$ cat src/verilog/hd_consts.svh
`ifndef HD_CONSTS_SVH
`define HD_CONSTS_SVH

// Link payload widths
`define HD_ADDR_W      32
`define HD_DATA_W      64
`define HD_CPU_ID_W    4
// Memory side carries one extra id bit
`define HD_MEM_ID_W    5

// Configuration port
`define HD_CFG_ADDR_W  4
`define HD_CFG_DATA_W  32

// Counter bank
`define HD_NUM_CNT     4
`define HD_OUTST_W     8

// Event codes within one link
`define HD_EV_RD       0
`define HD_EV_WR       1
`define HD_EV_RSP      2
`define HD_EV_BUSY     3

// Register groups, word addresses
`define HD_REG_CNT     0
`define HD_REG_SEL     4
`define HD_REG_THR     8
`define HD_REG_IRQ     12

`endif

$ cat src/verilog/hd_pkg.sv
`include "hd_consts.svh"

package hd_pkg;

  // Request on the CPU side link
  typedef struct packed {
    logic [`HD_CPU_ID_W-1:0] id;
    logic [`HD_ADDR_W-1:0]   addr;
    logic                    write_en;
    logic [`HD_DATA_W-1:0]   wdata;
  } cpu_req_t;

  // Request on the memory side link, wider id
  typedef struct packed {
    logic [`HD_MEM_ID_W-1:0] id;
    logic [`HD_ADDR_W-1:0]   addr;
    logic                    write_en;
    logic [`HD_DATA_W-1:0]   wdata;
  } mem_req_t;

  typedef struct packed {
    logic [`HD_DATA_W-1:0] data;
    logic [1:0]            status;
  } link_rsp_t;

  // Per link event strobes
  typedef struct packed {
    logic rd;
    logic wr;
    logic rsp;
    logic busy;
  } link_events_t;

  typedef struct packed {
    logic                      write_en;
    logic [`HD_CFG_ADDR_W-1:0] addr;
    logic [`HD_CFG_DATA_W-1:0] wdata;
  } cfg_req_t;

  // Counter source select, link 0 is CPU and 1 is memory
  typedef struct packed {
    logic       en;
    logic       link;
    logic [1:0] ev;
  } cnt_sel_t;

endpackage

$ cat src/verilog/bus_event_probe.sv
`timescale 1ns/10ps
`include "hd_consts.svh"

module bus_event_probe
  import hd_pkg::*;
#(
  parameter type req_t = cpu_req_t
) (
  input  logic         clk_i,
  input  logic         reset_i,
  input  req_t         req_i,
  input  logic         req_valid_i,
  output logic         req_ready_o,
  output req_t         req_o,
  output logic         req_valid_o,
  input  logic         req_ready_i,
  input  link_rsp_t    rsp_i,
  input  logic         rsp_valid_i,
  output logic         rsp_ready_o,
  output link_rsp_t    rsp_o,
  output logic         rsp_valid_o,
  input  logic         rsp_ready_i,
  output link_events_t events_o
);

  logic                   req_fire;
  logic                   rsp_fire;
  logic [`HD_OUTST_W-1:0] outst_q;
  link_events_t           events_q;

  // Streams go straight through, no added latency
  assign req_o       = req_i;
  assign req_valid_o = req_valid_i;
  assign req_ready_o = req_ready_i;
  assign rsp_o       = rsp_i;
  assign rsp_valid_o = rsp_valid_i;
  assign rsp_ready_o = rsp_ready_i;

  assign req_fire = req_valid_i & req_ready_i;
  assign rsp_fire = rsp_valid_i & rsp_ready_i;

  // Outstanding requests, saturating at both ends
  always_ff @(posedge clk_i) begin
    if (reset_i) begin
      outst_q <= '0;
    end else if (req_fire && !rsp_fire) begin
      if (outst_q != '1) begin
        outst_q <= outst_q + 1'b1;
      end
    end else if (rsp_fire && !req_fire) begin
      if (outst_q != '0) begin
        outst_q <= outst_q - 1'b1;
      end
    end
  end

  // Strobes lag the handshake by one cycle
  always_ff @(posedge clk_i) begin
    if (reset_i) begin
      events_q <= '0;
    end else begin
      events_q.rd   <= req_fire & ~req_i.write_en;
      events_q.wr   <= req_fire & req_i.write_en;
      events_q.rsp  <= rsp_fire;
      // Busy reflects the count before this edge
      events_q.busy <= (outst_q != '0);
    end
  end

  assign events_o = events_q;

endmodule

$ cat src/verilog/pmu_counters.sv
`timescale 1ns/10ps
`include "hd_consts.svh"

module pmu_counters
  import hd_pkg::*;
(
  input  logic                                         clk_i,
  input  logic                                         reset_i,
  input  link_events_t                                 cpu_events_i,
  input  link_events_t                                 mem_events_i,
  input  cnt_sel_t [`HD_NUM_CNT-1:0]                   sel_i,
  input  logic     [`HD_NUM_CNT-1:0][`HD_CFG_DATA_W-1:0] thr_i,
  input  logic     [`HD_NUM_CNT-1:0]                   cnt_load_i,
  input  logic     [`HD_CFG_DATA_W-1:0]                load_data_i,
  input  logic     [`HD_NUM_CNT-1:0]                   irq_clr_i,
  output logic     [`HD_NUM_CNT-1:0][`HD_CFG_DATA_W-1:0] cnt_o,
  output logic     [`HD_NUM_CNT-1:0]                   irq_o
);

  logic [`HD_NUM_CNT-1:0][`HD_CFG_DATA_W-1:0] cnt_q;
  logic [`HD_NUM_CNT-1:0][`HD_CFG_DATA_W-1:0] cnt_d;
  logic [`HD_NUM_CNT-1:0]                     hit;
  logic [`HD_NUM_CNT-1:0]                     upd;
  logic [`HD_NUM_CNT-1:0]                     thr_match;
  logic [`HD_NUM_CNT-1:0]                     irq_q;

  // Event code to strobe of one link
  function automatic logic pick_event(link_events_t ev, logic [1:0] code);
    logic strobe;
    case (code)
      `HD_EV_RD:   strobe = ev.rd;
      `HD_EV_WR:   strobe = ev.wr;
      `HD_EV_RSP:  strobe = ev.rsp;
      `HD_EV_BUSY: strobe = ev.busy;
      default:     strobe = 1'b0;
    endcase
    return strobe;
  endfunction

  always_comb begin
    for (int i = 0; i < `HD_NUM_CNT; i++) begin
      hit[i] = sel_i[i].en &
               pick_event(sel_i[i].link ? mem_events_i : cpu_events_i, sel_i[i].ev);
      upd[i] = cnt_load_i[i] | hit[i];
      // A load wins over a same-cycle increment
      cnt_d[i] = cnt_load_i[i] ? load_data_i : cnt_q[i] + 1'b1;
      // Zero threshold means no interrupt
      thr_match[i] = upd[i] && (thr_i[i] != '0) && (cnt_d[i] == thr_i[i]);
    end
  end

  always_ff @(posedge clk_i) begin
    if (reset_i) begin
      cnt_q <= '0;
      irq_q <= '0;
    end else begin
      for (int i = 0; i < `HD_NUM_CNT; i++) begin
        if (upd[i]) begin
          cnt_q[i] <= cnt_d[i];
        end
        // Sticky until cleared, a new match beats the clear
        if (thr_match[i]) begin
          irq_q[i] <= 1'b1;
        end else if (irq_clr_i[i]) begin
          irq_q[i] <= 1'b0;
        end
      end
    end
  end

  assign cnt_o = cnt_q;
  assign irq_o = irq_q;

endmodule

$ cat src/verilog/pmu_cfg_regs.sv
`timescale 1ns/10ps
`include "hd_consts.svh"

module pmu_cfg_regs
  import hd_pkg::*;
(
  input  logic                                           clk_i,
  input  logic                                           reset_i,
  input  cfg_req_t                                       cfg_req_i,
  input  logic                                           cfg_req_valid_i,
  output logic                                           cfg_req_ready_o,
  output logic     [`HD_CFG_DATA_W-1:0]                  cfg_rsp_data_o,
  output logic                                           cfg_rsp_valid_o,
  input  logic                                           cfg_rsp_ready_i,
  output cnt_sel_t [`HD_NUM_CNT-1:0]                     sel_o,
  output logic     [`HD_NUM_CNT-1:0][`HD_CFG_DATA_W-1:0] thr_o,
  output logic     [`HD_NUM_CNT-1:0]                     cnt_load_o,
  output logic     [`HD_CFG_DATA_W-1:0]                  load_data_o,
  output logic     [`HD_NUM_CNT-1:0]                     irq_clr_o,
  input  logic     [`HD_NUM_CNT-1:0][`HD_CFG_DATA_W-1:0] cnt_i,
  input  logic     [`HD_NUM_CNT-1:0]                     irq_i
);

  localparam int idx_w = $clog2(`HD_NUM_CNT);

  logic                                       accept;
  logic                                       wr_acc;
  logic [idx_w-1:0]                           idx;
  logic [`HD_CFG_ADDR_W-1:0]                  grp_base;
  logic [`HD_CFG_DATA_W-1:0]                  rd_data;
  cnt_sel_t [`HD_NUM_CNT-1:0]                 sel_q;
  logic [`HD_NUM_CNT-1:0][`HD_CFG_DATA_W-1:0] thr_q;
  logic                                       rsp_valid_q;
  logic [`HD_CFG_DATA_W-1:0]                  rsp_data_q;

  // One request in flight at a time
  assign cfg_req_ready_o = ~rsp_valid_q;
  assign accept = cfg_req_valid_i & cfg_req_ready_o;
  assign wr_acc = accept & cfg_req_i.write_en;

  // Upper address bits pick the group, low bits the counter
  assign idx      = cfg_req_i.addr[idx_w-1:0];
  assign grp_base = {cfg_req_i.addr[`HD_CFG_ADDR_W-1:idx_w], idx_w'(0)};

  always_comb begin
    rd_data = '0;
    case (grp_base)
      `HD_REG_CNT: rd_data = cnt_i[idx];
      `HD_REG_SEL: rd_data = `HD_CFG_DATA_W'(sel_q[idx]);
      `HD_REG_THR: rd_data = thr_q[idx];
      `HD_REG_IRQ: begin
        // Status lives only in the first word of the group
        if (idx == '0) begin
          rd_data = `HD_CFG_DATA_W'(irq_i);
        end
      end
      default: rd_data = '0;
    endcase
  end

  // Load and clear strobes, valid in the accepting cycle only
  always_comb begin
    cnt_load_o = '0;
    irq_clr_o  = '0;
    if (wr_acc && grp_base == `HD_REG_CNT) begin
      cnt_load_o[idx] = 1'b1;
    end
    if (wr_acc && grp_base == `HD_REG_IRQ && idx == '0) begin
      irq_clr_o = cfg_req_i.wdata[`HD_NUM_CNT-1:0];
    end
  end

  assign load_data_o = cfg_req_i.wdata;

  always_ff @(posedge clk_i) begin
    if (reset_i) begin
      sel_q       <= '0;
      thr_q       <= '0;
      rsp_valid_q <= 1'b0;
    end else begin
      if (wr_acc && grp_base == `HD_REG_SEL) begin
        sel_q[idx] <= cnt_sel_t'(cfg_req_i.wdata[$bits(cnt_sel_t)-1:0]);
      end
      if (wr_acc && grp_base == `HD_REG_THR) begin
        thr_q[idx] <= cfg_req_i.wdata;
      end
      if (accept) begin
        rsp_valid_q <= 1'b1;
      end else if (cfg_rsp_ready_i) begin
        rsp_valid_q <= 1'b0;
      end
    end
  end

  // Writes answer with zero data
  always_ff @(posedge clk_i) begin
    if (accept) begin
      rsp_data_q <= cfg_req_i.write_en ? '0 : rd_data;
    end
  end

  assign cfg_rsp_valid_o = rsp_valid_q;
  assign cfg_rsp_data_o  = rsp_data_q;
  assign sel_o           = sel_q;
  assign thr_o           = thr_q;

endmodule

$ cat src/verilog/host_pmu_top.sv
`timescale 1ns/10ps
`include "hd_consts.svh"

module host_pmu_top
  import hd_pkg::*;
(
  input  logic                      clk_i,
  input  logic                      reset_i,
  // CPU side link
  input  cpu_req_t                  cpu_req_i,
  input  logic                      cpu_req_valid_i,
  output logic                      cpu_req_ready_o,
  output cpu_req_t                  cpu_req_o,
  output logic                      cpu_req_valid_o,
  input  logic                      cpu_req_ready_i,
  input  link_rsp_t                 cpu_rsp_i,
  input  logic                      cpu_rsp_valid_i,
  output logic                      cpu_rsp_ready_o,
  output link_rsp_t                 cpu_rsp_o,
  output logic                      cpu_rsp_valid_o,
  input  logic                      cpu_rsp_ready_i,
  // Memory side link
  input  mem_req_t                  mem_req_i,
  input  logic                      mem_req_valid_i,
  output logic                      mem_req_ready_o,
  output mem_req_t                  mem_req_o,
  output logic                      mem_req_valid_o,
  input  logic                      mem_req_ready_i,
  input  link_rsp_t                 mem_rsp_i,
  input  logic                      mem_rsp_valid_i,
  output logic                      mem_rsp_ready_o,
  output link_rsp_t                 mem_rsp_o,
  output logic                      mem_rsp_valid_o,
  input  logic                      mem_rsp_ready_i,
  // Configuration port
  input  cfg_req_t                  cfg_req_i,
  input  logic                      cfg_req_valid_i,
  output logic                      cfg_req_ready_o,
  output logic [`HD_CFG_DATA_W-1:0] cfg_rsp_data_o,
  output logic                      cfg_rsp_valid_o,
  input  logic                      cfg_rsp_ready_i,
  output logic [`HD_NUM_CNT-1:0]    irq_o
);

  link_events_t                               cpu_events;
  link_events_t                               mem_events;
  cnt_sel_t [`HD_NUM_CNT-1:0]                 sel;
  logic [`HD_NUM_CNT-1:0][`HD_CFG_DATA_W-1:0] thr;
  logic [`HD_NUM_CNT-1:0]                     cnt_load;
  logic [`HD_CFG_DATA_W-1:0]                  load_data;
  logic [`HD_NUM_CNT-1:0]                     irq_clr;
  logic [`HD_NUM_CNT-1:0][`HD_CFG_DATA_W-1:0] cnt;

  bus_event_probe #(
    .req_t       ( cpu_req_t       )
  ) u_cpu_probe (
    .clk_i       ( clk_i           ),
    .reset_i     ( reset_i         ),
    .req_i       ( cpu_req_i       ),
    .req_valid_i ( cpu_req_valid_i ),
    .req_ready_o ( cpu_req_ready_o ),
    .req_o       ( cpu_req_o       ),
    .req_valid_o ( cpu_req_valid_o ),
    .req_ready_i ( cpu_req_ready_i ),
    .rsp_i       ( cpu_rsp_i       ),
    .rsp_valid_i ( cpu_rsp_valid_i ),
    .rsp_ready_o ( cpu_rsp_ready_o ),
    .rsp_o       ( cpu_rsp_o       ),
    .rsp_valid_o ( cpu_rsp_valid_o ),
    .rsp_ready_i ( cpu_rsp_ready_i ),
    .events_o    ( cpu_events      )
  );

  bus_event_probe #(
    .req_t       ( mem_req_t       )
  ) u_mem_probe (
    .clk_i       ( clk_i           ),
    .reset_i     ( reset_i         ),
    .req_i       ( mem_req_i       ),
    .req_valid_i ( mem_req_valid_i ),
    .req_ready_o ( mem_req_ready_o ),
    .req_o       ( mem_req_o       ),
    .req_valid_o ( mem_req_valid_o ),
    .req_ready_i ( mem_req_ready_i ),
    .rsp_i       ( mem_rsp_i       ),
    .rsp_valid_i ( mem_rsp_valid_i ),
    .rsp_ready_o ( mem_rsp_ready_o ),
    .rsp_o       ( mem_rsp_o       ),
    .rsp_valid_o ( mem_rsp_valid_o ),
    .rsp_ready_i ( mem_rsp_ready_i ),
    .events_o    ( mem_events      )
  );

  pmu_counters u_counters (
    .clk_i        ( clk_i      ),
    .reset_i      ( reset_i    ),
    .cpu_events_i ( cpu_events ),
    .mem_events_i ( mem_events ),
    .sel_i        ( sel        ),
    .thr_i        ( thr        ),
    .cnt_load_i   ( cnt_load   ),
    .load_data_i  ( load_data  ),
    .irq_clr_i    ( irq_clr    ),
    .cnt_o        ( cnt        ),
    .irq_o        ( irq_o      )
  );

  pmu_cfg_regs u_cfg (
    .clk_i           ( clk_i           ),
    .reset_i         ( reset_i         ),
    .cfg_req_i       ( cfg_req_i       ),
    .cfg_req_valid_i ( cfg_req_valid_i ),
    .cfg_req_ready_o ( cfg_req_ready_o ),
    .cfg_rsp_data_o  ( cfg_rsp_data_o  ),
    .cfg_rsp_valid_o ( cfg_rsp_valid_o ),
    .cfg_rsp_ready_i ( cfg_rsp_ready_i ),
    .sel_o           ( sel             ),
    .thr_o           ( thr             ),
    .cnt_load_o      ( cnt_load        ),
    .load_data_o     ( load_data       ),
    .irq_clr_o       ( irq_clr         ),
    .cnt_i           ( cnt             ),
    .irq_i           ( irq_o           )
  );

endmodule

$ cat config.mk
export PLATFORM = sky130hd
export DESIGN_NAME = host_pmu_top
export DESIGN_NICKNAME = d
export VERILOG_FILES = /design/src/verilog/hd_pkg.sv /design/src/verilog/bus_event_probe.sv /design/src/verilog/pmu_counters.sv /design/src/verilog/pmu_cfg_regs.sv /design/src/verilog/host_pmu_top.sv
export VERILOG_INCLUDE_DIRS = /design/src /design/src/verilog
export SDC_FILE = /design/constraint.sdc
export NUM_CORES = 1
export LEC_CHECK = 0
export BUFFER_PORTS_ARGS = -buffer_cell sky130_fd_sc_hd__buf_2
export CAP_MARGIN = 15
export CORE_AREA = 2 2 296 298
export DETAILED_ROUTE_END_ITERATION = 12
export DIE_AREA = 0 0 298 300
export GPL_TIMING_DRIVEN = 0
export MAX_ROUTING_LAYER = met4
export SYNTH_ARGS = -nofsm -noshare
export SYNTH_HDL_FRONTEND = slang
export SYNTH_HIERARCHICAL = 1
export SYNTH_SLANG_ARGS = --single-unit
$ cat constraint.sdc
create_clock -name clk_i -period 3.6 [get_ports clk_i]
set_input_delay 0.36 -clock clk_i [delete_from_list [all_inputs] [get_ports clk_i]]
set_output_delay 0.36 -clock clk_i [all_outputs]
set_load 0.02 [all_outputs]
==> impl_metrics.yaml <==
route:
  wl_per_cell_um: 28.3
  first_iter_violations: 4615
  vias: 28800
  drtAntennaViolNets: 0
  drc: 0
  routed_wl_um: 143000
  via_per_inst: 5.71
  dr.pass1.iters: 8
yosys:
  synthCells: 3369
  synth_top_area_share_pct: 22.6
  ys.flop_type: "dfxtp_1"
  yosysSeqAreaShare_pct: 26.2
  synth_largest_area_cell: "dfxtp_1"
  synth-seq-cells: 333
  synth_nets: 3773
  async_flop_share_pct: 0
  synth_edf_count: 32
  synth.avg_cell_area_sq_um: 7.92
  synth.distinct_cells: 104
  synth_warnings: 6
  ys_top_cells_by_area: "dfxtp_1 (23%), buf_4 (11%), xnor2_1 (7.0%)"
  synth_area_sq_um: 26700
status:
  outcome: "finished, violations left"
  violations: "setup timing"
floorplanning:
  pin_count: 765
  start_util_pct: 31.0
  core_sq_um: 86200
  fp-row-count: 108
  die-area_sq_um: 89400
  die_h_um: 300
  fp.dieW_um: 298
setup_path:
  r2r_cells: 7
  crit_path_end: "u_counters/irq_o[2]$_SDFFE_PP0P_"
  r2r_start: "u_counters/cnt_o[80]$_SDFFE_PP0P_"
  cp_data_arrival_time_ps: 4130
  r2r-end: "u_counters/irq_o[2]$_SDFFE_PP0P_"
  r2r_slack_ps: -50
  end_kind: "register"
  cp-start-kind: "register"
  critPathLaunch: "u_counters/cnt_o[80]$_SDFFE_PP0P_"
  crit_fanout: 8
  cp_data_required_time_ps: 4080
  critical_path_class: "register to register"
final_layout:
  nFillCells: 9143
  nets: 4260
  utilization_pct: 37.0
  layout_common_cells: "buf_2 (503), nand2_1 (420), buf_4 (391), nor2_1 (328), dfxtp_1 (299)"
  final_common_cell: "buf_2"
  layout-drive-gt1-share_pct: 28.8
  finalNonFillerCells: 5050
  area_growth_pct: 19.6
timing:
  setup_ws_ps: -51.7
  tns_ps: -56.7
  fin_skew_ps: 17.9
  slew_violations: 0
  fmax_ghz: 0.274
  setup_viol: 2
  layout_min_cycle_time_ps: 3650
  hold_viol_final: 0
  worst_slew_pin_slew_ps: 1440
  rsz0062_at_grt: "no"
  period_share_pct: 101
  slew_headroom_pct: 4.01
power_and_ir_drop:
  switching_power_mw: 3.47
  p_leak_nw: 12.9
  p_per_area_nw_per_um2: 340
  vdd_ir_drop_max_mv: 0.267
  netSwitchingFraction_pct: 32.0
  p_int_mw: 7.37
  clkPwrFrac_pct: 39.4
  p_seq_share_pct: 37.4
  pwr-share-comb_pct: 23.2
place:
  placed_cells: 4957
  io_buffers: 427
  dp_hpwl_um: 112000
  gp_congestion: 1.10
  pre_cts_ws_ps: -1500
clocking:
  clock-sinks: 333
  numCtsBuffers: 42
  htreeDepth: 2
  cts_tree: "built"
  cts_root_buf: "clkbuf_16"
  clk_latency_ps: 590
  clock_path_buffers: 3
  cts.clk_slew.worst_paths_ps: 60
grt:
  met1_usage_pct: 40.7
  antenna_found_initial: 10
  grt_pass1_vias: 25500
  grt-busiest-layer: "met2"
  grt_max_degree: 29
  met2_usage_pct: 42.9
  grt_overflow: 0
  grt_use_total_pct: 31.1
  grt_use_met3_pct: 7.57
  grt_first_pass_wirelength_um: 194000
run:
  drv_cap: 0
min_path:
  holdCritPathClass: "input port to register"
worst min-delay path by stage:
stage | from | to | slack [ps] | depth (start not counted)
4_1_cts | mem_req_valid_i | u_mem_probe/events_o[3]$_SDFF_PP0_ | 30 | 3
3_5_place_dp | u_mem_probe/outst_q[6]$_SDFFE_PP0P_ | u_mem_probe/outst_q[6]$_SDFFE_PP0P_ | 500 | 2
2_1_floorplan | cpu_req_i[64] | u_cpu_probe/events_o[3]$_SDFF_PP0_ | 440 | 1
5_1_grt | mem_req_valid_i | u_mem_probe/events_o[3]$_SDFF_PP0_ | 60 | 3
3_3_place_gp | u_mem_probe/outst_q[6]$_SDFFE_PP0P_ | u_mem_probe/outst_q[6]$_SDFFE_PP0P_ | 500 | 2
6_report | mem_req_valid_i | u_mem_probe/events_o[3]$_SDFF_PP0_ | 40 | 3
layout make-up:
| class | instances | area [sq um] | area share, % |
|---|---|---|---|
| Multi-Input combinational cell | 2363 | 15700 | 49.1 |
| Buffer | 609 | 3890 | 12.2 |
| Inverter | 63 | 240 | 0.752 |
| Sequential cell | 333 | 6990 | 21.9 |
| Clock inverter | 15 | 178 | 0.556 |
| Clock buffer | 56 | 1140 | 3.59 |
| Antenna cell | 12 | 30.0 | 0.0940 |
| Timing Repair Buffer | 444 | 2330 | 7.30 |
| Tap cell | 1155 | 1450 | 4.53 |
metrics by stage:
step	instance area (sq um)	hold slack [ps]	power, mW
2_1_floorplan	26700	438	5.81
3_3_place_gp	30300	496	6.55
3_5_place_dp	30400	498	6.58
4_1_cts	31800	27.9	10.8
5_1_grt	31900	56.6	11.2
6_report	31900	43.7	10.8
routing by layer:
layer / wire length, um / share of wire [%] / up-vias
li1: - / - / 12400
met1: 56200 / 39 / 13500
met2: 57400 / 40 / 2360
met3: 18700 / 13 / 500
met4: 10600 / 7.4 / 0
met5: 0 / 0 / -
cell families after synthesis:
kind of cell	synth area share [%]
and+or+nand+nor	23.5
buffers and inverters	15.3
AOI/OAI and AO/OA	12.7
xor gates and xnor gates	11.8
DFF	26.2
muxes	9.55
adders and majority gates	0.994
what timing repair did:
action                                 CTS  global route
hold buffers                             3             0
pin swaps                                1             3
setup endpoints to repair              100            44
endpoints found under the hold margin    3             0
resized for setup                       25            30
setup buffers                            2             4
critical path, cell delays in order (launching register included):
cell and delay [ps]:
dfxtp_1 730, nand4_2 380, nor3_1 670, nand2_1 480, o311ai_1 680, nor4_1 160
o2111ai_1 340, o21ai_1 90
power by group through the flow:
stage	Clock [mW]	Sequential, mW	Combinational [mW]
after detailed placement	0	4.13	2.45
final	4.28	4.06	2.51
after global placement	0	4.13	2.42
after floorplan	0	4.09	1.72
after CTS	4.31	4.05	2.47
after global routing	4.44	4.08	2.68
Yosys cell counts, drive strengths merged, types with 12 or more instances:
cell	number
nor2	333
mux4	67
nor3b	12
xor2	147
and4	29
a21oi	263
and2	27
buf	477
inv	61
nor4	84
dfxtp	301
nor2b	36
o21ai	62
nand2b	16
o2111ai	14
or3	12
edfxtp	32
nand2	420
a211oi	49
nand3	78
nand4	87
and3	28
ha	18
a31oi	20
mux2i	95
nor3	82
xnor2	212
clkbuf	133
registers in the layout, indices dropped and copies added, names as in the netlist:
signal / flops
u_cpu_probe/outst_q: 8
u_counters/irq_o: 4
u_cfg/thr_o: 128
u_counters/cnt_o: 128
u_cfg/cfg_rsp_valid_o: 1
u_cpu_probe/events_o: 4
u_mem_probe/outst_q: 8
u_cfg/cfg_rsp_data_o: 32
u_cfg/sel_o: 16
u_mem_probe/events_o: 4
Power figures use the tool's default switching activity.
